$ cat src/source/csr_pkg.sv
package csr_pkg;

    // Data path width
    parameter int XLEN = 32;

    // CSR commands from the decoder of the core
    typedef enum logic [2:0] {
        CMD_NONE  = 3'd0,
        CMD_W     = 3'd1,
        CMD_S     = 3'd2,
        CMD_C     = 3'd3,
        CMD_ECALL = 3'd4,
        CMD_MRET  = 3'd5,
        CMD_SRET  = 3'd6
    } cmd_t;

    // Privilege modes, 2'b10 is reserved
    typedef enum logic [1:0] {
        MODE_U = 2'b00,
        MODE_S = 2'b01,
        MODE_M = 2'b11
    } mode_t;

    // Machine trap setup
    parameter logic [11:0] ADDR_MSTATUS  = 12'h300;
    parameter logic [11:0] ADDR_MEDELEG  = 12'h302;
    parameter logic [11:0] ADDR_MIDELEG  = 12'h303;
    parameter logic [11:0] ADDR_MIE      = 12'h304;
    parameter logic [11:0] ADDR_MTVEC    = 12'h305;
    parameter logic [11:0] ADDR_MSTATUSH = 12'h310;

    // Machine trap handling
    parameter logic [11:0] ADDR_MSCRATCH = 12'h340;
    parameter logic [11:0] ADDR_MEPC     = 12'h341;
    parameter logic [11:0] ADDR_MCAUSE   = 12'h342;
    parameter logic [11:0] ADDR_MTVAL    = 12'h343;
    parameter logic [11:0] ADDR_MIP      = 12'h344;

    // User counters, read only
    parameter logic [11:0] ADDR_CYCLE    = 12'hc00;
    parameter logic [11:0] ADDR_TIME     = 12'hc01;
    parameter logic [11:0] ADDR_CYCLEH   = 12'hc80;
    parameter logic [11:0] ADDR_TIMEH    = 12'hc81;

    // mstatus fields
    parameter int MSTATUS_MIE    = 3;
    parameter int MSTATUS_MPIE   = 7;
    parameter int MSTATUS_MPP_LO = 11;
    parameter int MSTATUS_MPRV   = 17;

    // Timer bit in mie, mip and mideleg
    parameter int MIE_MTIE = 7;

    // Trap causes
    parameter logic [XLEN-1:0] CAUSE_TIMER      = 32'h8000_0007;
    parameter logic [XLEN-1:0] CAUSE_ECALL_BASE = 32'd8;

endpackage

$ cat src/source/csr_decode.sv
`timescale 1ns/100ps

module csr_decode (
    input  logic                     clk,
    input  logic                     arst_n,
    input  csr_pkg::cmd_t            cmd,
    input  logic [csr_pkg::XLEN-1:0] op1,
    input  logic [csr_pkg::XLEN-1:0] imm,
    input  logic [csr_pkg::XLEN-1:0] pc,
    input  logic                     flush,
    output csr_pkg::cmd_t            d_cmd,
    output logic [11:0]              d_addr,
    output logic [csr_pkg::XLEN-1:0] d_op1,
    output logic [csr_pkg::XLEN-1:0] d_pc
);

    // Command register with flushed slots turned into bubbles
    always_ff @(posedge clk or negedge arst_n) begin
        if (!arst_n) begin
            d_cmd <= csr_pkg::CMD_NONE;
        end else if (flush || cmd == csr_pkg::CMD_SRET) begin
            // sret unsupported and run as a nop
            d_cmd <= csr_pkg::CMD_NONE;
        end else begin
            d_cmd <= cmd;
        end
    end

    // Operand capture
    always_ff @(posedge clk) begin
        // CSR number sits in the I-type immediate
        d_addr <= imm[11:0];
        d_op1  <= op1;
        d_pc   <= pc;
    end

    // Only legal codes reach execute once out of reset
    a_cmd_known: assert property (@(posedge clk) disable iff (!arst_n)
        !$isunknown(d_cmd) && d_cmd inside {csr_pkg::CMD_NONE, csr_pkg::CMD_W,
                                            csr_pkg::CMD_S, csr_pkg::CMD_C,
                                            csr_pkg::CMD_ECALL, csr_pkg::CMD_MRET});

endmodule

$ cat src/source/csr_file.sv
`timescale 1ns/100ps

module csr_file (
    input  logic                     clk,
    input  logic                     arst_n,
    input  csr_pkg::cmd_t            d_cmd,
    input  logic [11:0]              d_addr,
    input  logic [csr_pkg::XLEN-1:0] d_op1,
    input  logic [csr_pkg::XLEN-1:0] d_pc,
    input  logic [63:0]              cycle,
    input  logic [63:0]              mtime,
    input  logic [63:0]              mtimecmp,
    input  logic                     interrupt_ready,
    output logic [csr_pkg::XLEN-1:0] x_rdata,
    output csr_pkg::cmd_t            x_cmd,
    output logic                     x_trap,
    output logic [csr_pkg::XLEN-1:0] x_vector,
    output logic                     irq_stall
);

    csr_pkg::mode_t mode;

    // Implemented machine CSRs
    logic [csr_pkg::XLEN-1:0] mstatus;
    logic [csr_pkg::XLEN-1:0] mstatush;
    logic [csr_pkg::XLEN-1:0] medeleg;
    logic [csr_pkg::XLEN-1:0] mie;
    logic [csr_pkg::XLEN-1:0] mtvec;
    logic [csr_pkg::XLEN-1:0] mscratch;
    logic [csr_pkg::XLEN-1:0] mepc;
    logic [csr_pkg::XLEN-1:0] mcause;
    logic [csr_pkg::XLEN-1:0] mtval;
    logic [csr_pkg::XLEN-1:0] mip;
    logic                     mideleg_mtie;

    logic                     timer_due;
    logic                     take_irq;
    logic                     trap_entry;
    logic                     is_mret;
    logic                     csr_op;
    logic [csr_pkg::XLEN-1:0] trap_cause;
    logic [csr_pkg::XLEN-1:0] rd_value;
    logic [csr_pkg::XLEN-1:0] wdata;
    logic [csr_pkg::XLEN-1:0] mstatus_wr;
    logic [1:0]               mpp;

    assign mpp = mstatus[csr_pkg::MSTATUS_MPP_LO +: 2];

    // Timer interrupt taken only for M with global enable and no delegation
    assign timer_due = mtime >= mtimecmp;
    assign irq_stall = timer_due && mie[csr_pkg::MIE_MTIE] && !mideleg_mtie
                       && mode == csr_pkg::MODE_M && mstatus[csr_pkg::MSTATUS_MIE];
    assign take_irq  = irq_stall && interrupt_ready;

    // Interrupt wins over whatever sits in execute
    assign trap_entry = take_irq || d_cmd == csr_pkg::CMD_ECALL;
    assign is_mret    = !take_irq && d_cmd == csr_pkg::CMD_MRET;
    assign csr_op     = !take_irq && d_cmd inside {csr_pkg::CMD_W, csr_pkg::CMD_S,
                                                   csr_pkg::CMD_C};
    // Ecall cause is 8 plus the current mode
    assign trap_cause = take_irq ? csr_pkg::CAUSE_TIMER
                      : csr_pkg::CAUSE_ECALL_BASE + {{(csr_pkg::XLEN-2){1'b0}}, mode};

    // Old value by address with unknown addresses reading 0
    always_comb begin
        case (d_addr)
            csr_pkg::ADDR_MSTATUS:  rd_value = mstatus;
            csr_pkg::ADDR_MSTATUSH: rd_value = mstatush;
            csr_pkg::ADDR_MEDELEG:  rd_value = medeleg;
            csr_pkg::ADDR_MIDELEG:  rd_value = {{(csr_pkg::XLEN-1){1'b0}}, mideleg_mtie}
                                               << csr_pkg::MIE_MTIE;
            csr_pkg::ADDR_MIE:      rd_value = mie;
            csr_pkg::ADDR_MTVEC:    rd_value = mtvec;
            csr_pkg::ADDR_MSCRATCH: rd_value = mscratch;
            csr_pkg::ADDR_MEPC:     rd_value = mepc;
            csr_pkg::ADDR_MCAUSE:   rd_value = mcause;
            csr_pkg::ADDR_MTVAL:    rd_value = mtval;
            // MTIP mirrors the live compare
            csr_pkg::ADDR_MIP:      rd_value = mip | ({{(csr_pkg::XLEN-1){1'b0}}, timer_due}
                                               << csr_pkg::MIE_MTIE);
            csr_pkg::ADDR_CYCLE:    rd_value = cycle[31:0];
            csr_pkg::ADDR_CYCLEH:   rd_value = cycle[63:32];
            csr_pkg::ADDR_TIME:     rd_value = mtime[31:0];
            csr_pkg::ADDR_TIMEH:    rd_value = mtime[63:32];
            default:                rd_value = '0;
        endcase
    end

    // Write, set and clear data
    always_comb begin
        case (d_cmd)
            csr_pkg::CMD_W: wdata = d_op1;
            csr_pkg::CMD_S: wdata = rd_value | d_op1;
            csr_pkg::CMD_C: wdata = rd_value & ~d_op1;
            default:        wdata = rd_value;
        endcase
    end

    // MPP is WARL and the reserved encoding keeps the old field
    always_comb begin
        mstatus_wr = wdata;
        if (wdata[csr_pkg::MSTATUS_MPP_LO +: 2] == 2'b10) begin
            mstatus_wr[csr_pkg::MSTATUS_MPP_LO +: 2] = mpp;
        end
    end

    always_ff @(posedge clk or negedge arst_n) begin
        if (!arst_n) begin
            mode         <= csr_pkg::MODE_M;
            mstatus      <= '0;
            mstatus[csr_pkg::MSTATUS_MPP_LO +: 2] <= csr_pkg::MODE_M;
            mstatush     <= '0;
            medeleg      <= '0;
            mie          <= '0;
            mtvec        <= '0;
            mscratch     <= '0;
            mepc         <= '0;
            mcause       <= '0;
            mtval        <= '0;
            mip          <= '0;
            mideleg_mtie <= 1'b0;
        end else if (trap_entry) begin
            // Ecall or timer interrupt into M
            mcause <= trap_cause;
            mepc   <= d_pc;
            mstatus[csr_pkg::MSTATUS_MPIE]        <= mstatus[csr_pkg::MSTATUS_MIE];
            mstatus[csr_pkg::MSTATUS_MIE]         <= 1'b0;
            mstatus[csr_pkg::MSTATUS_MPP_LO +: 2] <= mode;
            mode   <= csr_pkg::MODE_M;
        end else if (is_mret) begin
            mode <= csr_pkg::mode_t'(mpp);
            mstatus[csr_pkg::MSTATUS_MIE]         <= mstatus[csr_pkg::MSTATUS_MPIE];
            mstatus[csr_pkg::MSTATUS_MPIE]        <= 1'b1;
            mstatus[csr_pkg::MSTATUS_MPP_LO +: 2] <= csr_pkg::MODE_U;
            // Leaving M drops modified privilege
            if (mpp != csr_pkg::MODE_M) begin
                mstatus[csr_pkg::MSTATUS_MPRV] <= 1'b0;
            end
        end else if (csr_op) begin
            case (d_addr)
                csr_pkg::ADDR_MSTATUS:  mstatus      <= mstatus_wr;
                csr_pkg::ADDR_MSTATUSH: mstatush     <= wdata;
                csr_pkg::ADDR_MEDELEG:  medeleg      <= wdata;
                csr_pkg::ADDR_MIDELEG:  mideleg_mtie <= wdata[csr_pkg::MIE_MTIE];
                csr_pkg::ADDR_MIE:      mie          <= wdata;
                csr_pkg::ADDR_MTVEC:    mtvec        <= wdata;
                csr_pkg::ADDR_MSCRATCH: mscratch     <= wdata;
                csr_pkg::ADDR_MEPC:     mepc         <= wdata;
                csr_pkg::ADDR_MCAUSE:   mcause       <= wdata;
                csr_pkg::ADDR_MTVAL:    mtval        <= wdata;
                // MTIP is not software writable
                csr_pkg::ADDR_MIP: begin
                    mip <= wdata & ~({{(csr_pkg::XLEN-1){1'b0}}, 1'b1} << csr_pkg::MIE_MTIE);
                end
                default: begin
                end
            endcase
        end
    end

    // Execute results where a dropped command reads 0
    assign x_cmd    = take_irq ? csr_pkg::CMD_ECALL : d_cmd;
    assign x_trap   = trap_entry || is_mret;
    assign x_rdata  = csr_op ? rd_value : '0;
    assign x_vector = trap_entry ? mtvec : (is_mret ? mepc : '0);

    a_mode_legal: assert property (@(posedge clk) disable iff (!arst_n)
        mode != 2'b10);

    // Trap only from ecall, mret or a timer that has reached its compare
    a_trap_source: assert property (@(posedge clk) disable iff (!arst_n)
        x_trap |-> d_cmd inside {csr_pkg::CMD_ECALL, csr_pkg::CMD_MRET}
                   || (mtime >= mtimecmp && interrupt_ready));

endmodule

$ cat src/source/csr_result.sv
`timescale 1ns/100ps

module csr_result (
    input  logic                     clk,
    input  logic                     arst_n,
    input  logic [csr_pkg::XLEN-1:0] x_rdata,
    input  csr_pkg::cmd_t            x_cmd,
    input  logic                     x_trap,
    input  logic [csr_pkg::XLEN-1:0] x_vector,
    output logic [csr_pkg::XLEN-1:0] rdata,
    output csr_pkg::cmd_t            cmd_out,
    output logic                     trap_taken,
    output logic [csr_pkg::XLEN-1:0] trap_vector
);

    // Result register toward the core
    always_ff @(posedge clk or negedge arst_n) begin
        if (!arst_n) begin
            rdata       <= '0;
            cmd_out     <= csr_pkg::CMD_NONE;
            trap_taken  <= 1'b0;
            trap_vector <= '0;
        end else begin
            rdata      <= x_rdata;
            cmd_out    <= x_cmd;
            trap_taken <= x_trap;
            // Vector held until the next trap
            if (x_trap) begin
                trap_vector <= x_vector;
            end
        end
    end

    // Every trap strobe comes with a trap command
    a_trap_strobe: assert property (@(posedge clk) disable iff (!arst_n)
        trap_taken |-> cmd_out inside {csr_pkg::CMD_ECALL, csr_pkg::CMD_MRET});

endmodule

$ cat src/source/csr_unit.sv
`timescale 1ns/100ps

module csr_unit #(
    parameter int MTIME_DIV = 4
) (
    input  logic                     clk,
    input  logic                     arst_n,
    input  csr_pkg::cmd_t            cmd,
    input  logic [csr_pkg::XLEN-1:0] op1,
    input  logic [csr_pkg::XLEN-1:0] imm,
    input  logic [csr_pkg::XLEN-1:0] pc,
    input  logic                     flush,
    input  logic                     interrupt_ready,
    input  logic [63:0]              mtimecmp,
    output logic [csr_pkg::XLEN-1:0] rdata,
    output csr_pkg::cmd_t            cmd_out,
    output logic                     trap_taken,
    output logic [csr_pkg::XLEN-1:0] trap_vector,
    output logic                     irq_stall
);

    // Decode to execute
    csr_pkg::cmd_t            d_cmd;
    logic [11:0]              d_addr;
    logic [csr_pkg::XLEN-1:0] d_op1;
    logic [csr_pkg::XLEN-1:0] d_pc;

    // Timer counters
    logic [63:0]              cycle;
    logic [63:0]              mtime;

    // Execute to result
    logic [csr_pkg::XLEN-1:0] x_rdata;
    csr_pkg::cmd_t            x_cmd;
    logic                     x_trap;
    logic [csr_pkg::XLEN-1:0] x_vector;

    csr_decode u_decode (
        .clk    (clk),
        .arst_n (arst_n),
        .cmd    (cmd),
        .op1    (op1),
        .imm    (imm),
        .pc     (pc),
        .flush  (flush),
        .d_cmd  (d_cmd),
        .d_addr (d_addr),
        .d_op1  (d_op1),
        .d_pc   (d_pc)
    );

    mtimer #(
        .MTIME_DIV (MTIME_DIV)
    ) u_mtimer (
        .clk    (clk),
        .arst_n (arst_n),
        .cycle  (cycle),
        .mtime  (mtime)
    );

    csr_file u_file (
        .clk             (clk),
        .arst_n          (arst_n),
        .d_cmd           (d_cmd),
        .d_addr          (d_addr),
        .d_op1           (d_op1),
        .d_pc            (d_pc),
        .cycle           (cycle),
        .mtime           (mtime),
        .mtimecmp        (mtimecmp),
        .interrupt_ready (interrupt_ready),
        .x_rdata         (x_rdata),
        .x_cmd           (x_cmd),
        .x_trap          (x_trap),
        .x_vector        (x_vector),
        .irq_stall       (irq_stall)
    );

    csr_result u_result (
        .clk         (clk),
        .arst_n      (arst_n),
        .x_rdata     (x_rdata),
        .x_cmd       (x_cmd),
        .x_trap      (x_trap),
        .x_vector    (x_vector),
        .rdata       (rdata),
        .cmd_out     (cmd_out),
        .trap_taken  (trap_taken),
        .trap_vector (trap_vector)
    );

endmodule

$ cat src/source/mtimer.sv
`timescale 1ns/100ps

module mtimer #(
    parameter int MTIME_DIV = 4
) (
    input  logic        clk,
    input  logic        arst_n,
    output logic [63:0] cycle,
    output logic [63:0] mtime
);

    // Prescaler needs at least one bit even for a divide by 1
    localparam int PW = (MTIME_DIV > 1) ? $clog2(MTIME_DIV) : 1;
    localparam logic [PW-1:0] PRESC_LAST = PW'(MTIME_DIV - 1);

    logic [PW-1:0] presc;

    // Clock cycle count
    always_ff @(posedge clk or negedge arst_n) begin
        if (!arst_n) begin
            cycle <= '0;
        end else begin
            cycle <= cycle + 64'd1;
        end
    end

    // mtime advances once per MTIME_DIV clocks
    always_ff @(posedge clk or negedge arst_n) begin
        if (!arst_n) begin
            presc <= '0;
            mtime <= '0;
        end else if (presc == PRESC_LAST) begin
            presc <= '0;
            mtime <= mtime + 64'd1;
        end else begin
            presc <= presc + 1'b1;
        end
    end

    // mtime locked to the cycle count and so never stepping back
    a_mtime_tracks_cycle: assert property (@(posedge clk) disable iff (!arst_n)
        mtime == cycle / 64'(MTIME_DIV));

endmodule

$ cat config.mk
export PLATFORM = sky130hd
export DESIGN_NAME = csr_unit
export DESIGN_NICKNAME = d
export VERILOG_FILES = /design/src/source/csr_pkg.sv /design/src/source/csr_decode.sv /design/src/source/csr_file.sv /design/src/source/csr_result.sv /design/src/source/csr_unit.sv /design/src/source/mtimer.sv
export SDC_FILE = /design/constraint.sdc
export NUM_CORES = 1
export LEC_CHECK = 0
export BUFFER_PORTS_ARGS = -buffer_cell sky130_fd_sc_hd__buf_2
export CAP_MARGIN = 10
export CORE_UTILIZATION = 55
export DETAILED_ROUTE_END_ITERATION = 10
export GPL_TIMING_DRIVEN = 1
export PLACE_DENSITY = 0.74
export SLEW_MARGIN = 20
export SYNTH_ARGS = -nofsm -noshare
export SYNTH_HDL_FRONTEND = slang
export SYNTH_HIERARCHICAL = 1
export SYNTH_SLANG_ARGS = --single-unit
$ cat constraint.sdc
create_clock -name clk -period 8.39 [get_ports clk]
set_clock_uncertainty 0.2 [all_clocks]
set_input_delay 1.678 -clock clk [delete_from_list [all_inputs] [get_ports clk]]
set_output_delay 1.678 -clock clk [all_outputs]
set_load 0.005 [all_outputs]
==> summary.json <==
{
  "finalHoldViolCount": {"value": 0},
  "status": {"value": "finished clean"},
  "max_cap_violations": {"value": 0},
  "wire_length_of_the_first_global_routing_pass": {"value": 140000, "unit": "um"},
  "cts_tree": {"value": "yes"},
  "most_frequent_cells_in_the_layout": {"value": "sky130_fd_sc_hd__dfrtp_1 (518), sky130_fd_sc_hd__nand2_1 (423), sky130_fd_sc_hd__o21ai_0 (242)"},
  "power.share.sequential": {"value": 49.7, "unit": "%"},
  "finalNetCount": {"value": 3124},
  "core_region_area": {"value": 0.0503, "unit": "mm^2"},
  "die_outline_area": {"value": 0.0520, "unit": "mm^2"},
  "ant_nets": {"value": 0},
  "async_flop_share": {"value": 87.3, "unit": "%"},
  "static-leakage-power": {"value": 14.6, "unit": "nW"},
  "critical_path_arrival": {"value": 4.25, "unit": "ns"},
  "wire_per_inst": {"value": 25.7, "unit": "um"},
  "floorplan_die_width": {"value": 228, "unit": "um"},
  "worstMarginPinSlew": {"value": 1.17, "unit": "ns"},
  "synthMuxAreaShare": {"value": 3.16, "unit": "%"},
  "yosys_most_used_dff": {"value": "sky130_fd_sc_hd__dfrtp_1"},
  "synth_enable_flop_cells": {"value": 0},
  "yosysUniqueCellTypes": {"value": 99},
  "fillers": {"value": 4026},
  "worstReg2RegStart": {"value": "u_decode/d_addr[2]"},
  "placement_rows": {"value": 82},
  "detailedRoute.firstIterationViolations": {"value": 3109},
  "finalSetupTns": {"value": 0, "unit": "ns"},
  "fmaxAchievable": {"value": 163, "unit": "MHz"},
  "switching_power": {"value": 1.46, "unit": "mW"},
  "worstPathBufferInverterCount": {"value": 4},
  "main_combinational_cell_family_by_area_after_synthesis": {"value": "simple AND/OR/NAND/NOR gates"},
  "cts.clk_slew.worst_paths": {"value": 0.06, "unit": "ns"},
  "power.share.switching": {"value": 23.9, "unit": "%"},
  "die-height": {"value": 228, "unit": "um"},
  "timing.final.crit_share": {"value": 73.1, "unit": "%"},
  "required": {"value": 6.51, "unit": "ns"},
  "area_fraction_in_compound_gates_after_synthesis": {"value": 16.9, "unit": "%"},
  "total_global_routing_track_utilization": {"value": 35.3, "unit": "%"},
  "cp_cell_sequence": {"value": "buf_2 -> inv_1 -> ha_1 -> nand4_1 -> nor4_1 -> nand4_1 -> a31oi_1 -> nor4_4 -> buf_4 -> nor2_1 -> buf_2"},
  "setup_violations": {"value": 0},
  "worst_slack": {"value": 2.26, "unit": "ns"},
  "start_util": {"value": 55.9, "unit": "%"},
  "path_class": {"value": "in -> out"},
  "synth-seq-cells": {"value": 599},
  "io_buffer_count": {"value": 215},
  "min_path_type": {"value": "reg -> reg"},
  "gp_congestion": {"value": 0.936},
  "cts_buffers": {"value": 59},
  "sequential_area_share_after_synthesis": {"value": 52.0, "unit": "%"},
  "grt_pass1_vias": {"value": 22700},
  "worst-path-stages": {"value": 11},
  "synth_simple_gate_area_share": {"value": 17.0, "unit": "%"},
  "place_ws": {"value": 2.21, "unit": "ns"},
  "kind_of_start_point_of_the_critical_path": {"value": "input port"},
  "slowest_delay": {"value": 0.56, "unit": "ns"},
  "grt_antenna_before_repair": {"value": 3},
  "post_cts_resize_count": {"value": 0},
  "postSynthCellCount": {"value": 2738},
  "report.final.slew_viol_count": {"value": 0},
  "cts-root-to-sink-buffers": {"value": 3},
  "antenna-diode-count": {"value": 0},
  "routed_wirelength": {"value": 92900, "unit": "um"},
  "postCtsSetupBuffers": {"value": 0},
  "post_synthesis_share_of_cell_area_spent_on_xor_and_xnor_gates": {"value": 3.90, "unit": "%"},
  "kind_of_cell_adding_the_most_delay_to_the_critical_path": {"value": "simple AND/OR/NAND/NOR gates"},
  "cts-root-buf": {"value": "sky130_fd_sc_hd__clkbuf_16"},
  "cts_hold_buf": {"value": 0},
  "hold_path_depth": {"value": 1},
  "via_per_inst": {"value": 6.52},
  "area_growth_syn_to_layout": {"value": 13.1, "unit": "%"},
  "synth_fa_ha_area_share": {"value": 2.98, "unit": "%"},
  "synthesis.yosys.warnings": {"value": 6},
  "cts_htree_levels": {"value": 2},
  "r2r.worst_path.cells": {"value": 9},
  "power.ir.vdd_worst": {"value": 0.148, "unit": "mV"},
  "source_of_the_worst_hold_timing_path": {"value": "u_mtimer/presc[0]"},
  "critical_path_endpoint_category": {"value": "output pin"},
  "grt_start_max_net_pins": {"value": 184},
  "combinational_share_of_power": {"value": 5.5, "unit": "%"},
  "mappedNetlistArea": {"value": 0.0281, "unit": "mm^2"},
  "power.clock.fraction": {"value": 44.8, "unit": "%"},
  "syn-num-nets": {"value": 2972},
  "worstSkewPairLatency": {"value": 0.65, "unit": "ns"},
  "total_iterations_of_the_first_detailed_routing_run": {"value": 6},
  "layout_commonest_cell": {"value": "sky130_fd_sc_hd__dfrtp_1"},
  "io_pins": {"value": 236},
  "global_route.overflow_total": {"value": 0},
  "syn_avg_cell_area": {"value": 10.3, "unit": "um^2"},
  "cts.sink_count": {"value": 599},
  "dpl.hpwl": {"value": 62300, "unit": "um"},
  "pwr_density_cell": {"value": 192, "unit": "mW/mm^2"},
  "setup.worst_path.start": {"value": "mtimecmp[59]"},
  "internal-power": {"value": 4.64, "unit": "mW"},
  "rsz0062_at_grt": {"value": "no"},
  "drt_drc_violations_left": {"value": 0},
  "finalWorstPathRequiredPeriod": {"value": 6.13, "unit": "ns"},
  "final_layout_size_suffix_gt1_share": {"value": 17.7, "unit": "%"},
  "critical_path.max_fanout": {"value": 18},
  "cp_slowest_cell": {"value": "sky130_fd_sc_hd__nor4_1"},
  "route.vias.total": {"value": 23600},
  "max-slew-margin-rel": {"value": 22.1, "unit": "%"}
}
layout make-up:
| class | count | area, um^2 | area share, % |
|---|---|---|---|
| repair buffers | 262 | 1500 | 4.71 |
| inverters | 80 | 300 | 0.945 |
| flip-flops and latches | 599 | 14600 | 46.0 |
| well taps | 672 | 841 | 2.65 |
| clock buffers | 94 | 1810 | 5.69 |
| clock inverters | 18 | 209 | 0.658 |
| multi-input cells | 1888 | 12500 | 39.3 |
cell usage after synthesis (10+ instances only):
master / instances / area (um^2)
sky130_fd_sc_hd__inv_1: 80 / 300
sky130_fd_sc_hd__a22oi_1: 84 / 631
sky130_fd_sc_hd__nor3_1: 28 / 140
sky130_fd_sc_hd__o221ai_1: 29 / 254
sky130_fd_sc_hd__a211oi_1: 25 / 188
sky130_fd_sc_hd__nor2b_1: 22 / 138
sky130_fd_sc_hd__a221oi_2: 16 / 240
sky130_fd_sc_hd__a22o_1: 62 / 543
sky130_fd_sc_hd__a222oi_1: 33 / 330
sky130_fd_sc_hd__nand4_1: 78 / 488
sky130_fd_sc_hd__and3_1: 38 / 238
sky130_fd_sc_hd__nor4_1: 17 / 106
sky130_fd_sc_hd__o21ai_0: 242 / 1210
sky130_fd_sc_hd__dfxtp_1: 76 / 1520
sky130_fd_sc_hd__mux2_4: 30 / 450
sky130_fd_sc_hd__xor2_1: 58 / 508
sky130_fd_sc_hd__dfrtp_1: 519 / 13000
sky130_fd_sc_hd__ha_1: 67 / 838
sky130_fd_sc_hd__a221oi_1: 12 / 105
sky130_fd_sc_hd__mux2i_1: 10 / 100
sky130_fd_sc_hd__a32oi_1: 14 / 123
sky130_fd_sc_hd__nand3_1: 89 / 445
sky130_fd_sc_hd__and4_1: 15 / 131
sky130_fd_sc_hd__a21oi_1: 38 / 190
sky130_fd_sc_hd__clkbuf_1: 86 / 323
sky130_fd_sc_hd__nor2_1: 144 / 541
sky130_fd_sc_hd__buf_2: 64 / 320
sky130_fd_sc_hd__xnor2_1: 67 / 587
sky130_fd_sc_hd__o21ai_1: 48 / 240
sky130_fd_sc_hd__mux2_2: 29 / 327
sky130_fd_sc_hd__nand2_1: 423 / 1590
registers in the layout, summed over array words and instances (netlist names), 31 cells and up:
name                  count
u_file/mtval             32
u_file/medeleg           32
u_result/rdata           32
u_result/trap_vector     32
u_file/mcause            32
u_file/mip               31
u_file/mepc              32
u_file/mie               32
u_file/mstatus           32
u_file/mscratch          32
u_file/mtvec             32
u_mtimer/cycle           64
u_decode/d_pc            32
u_decode/d_op1           32
u_mtimer/mtime           64
u_file/mstatush          32
cells by family after synthesis:
group,count (synthesis)
AOI/OAI and AO/OA,677
xor gates and xnor gates,125
adders and majority gates,67
buffers and inverters,251
DFF,599
muxes,70
and+or+nand+nor,949
per-layer routing:
layer	up-vias	global-route usage [%]	wire length, um
met4	4	13.2	3620
li1	10200	-	-
met2	1457	51.9	40000
met5	-	0	29
met1	11600	50.6	37800
met3	257	8.70	11500
metrics by stage:
step	hold WS (ns)	instance area, um^2	power, mW	cells	util, %
floorplan	0.203	28100	3.22	2738	-
global placement	0.214	29700	3.40	3500	59.1
detailed placement	0.222	29700	3.41	3500	59.1
CTS	0.231	31700	6.11	3612	63.1
global route	0.261	31800	6.26	3613	63.2
finish	0.229	31800	6.10	3613	63.2
worst paths after layout:
path | to | slack, ns
min | u_mtimer/presc[0] | 0.23
min in group asynchronous | u_result/rdata[5] | 0.87
max | irq_stall | 2.26
min reg2reg | u_mtimer/presc[0] | 0.23
max in group asynchronous | u_file/mepc[22] | 5.70
max reg2reg | u_file/medeleg[6] | 3.61
power by group through the flow:
stage	registers, mW	logic (mW)	clock network [mW]
floorplan	3.04	0.184	0
CTS	3.03	0.334	2.75
global placement	3.08	0.319	0
finish	3.03	0.336	2.73
global route	3.04	0.366	2.86
detailed placement	3.08	0.332	0
(Power assumes the default switching activity.)
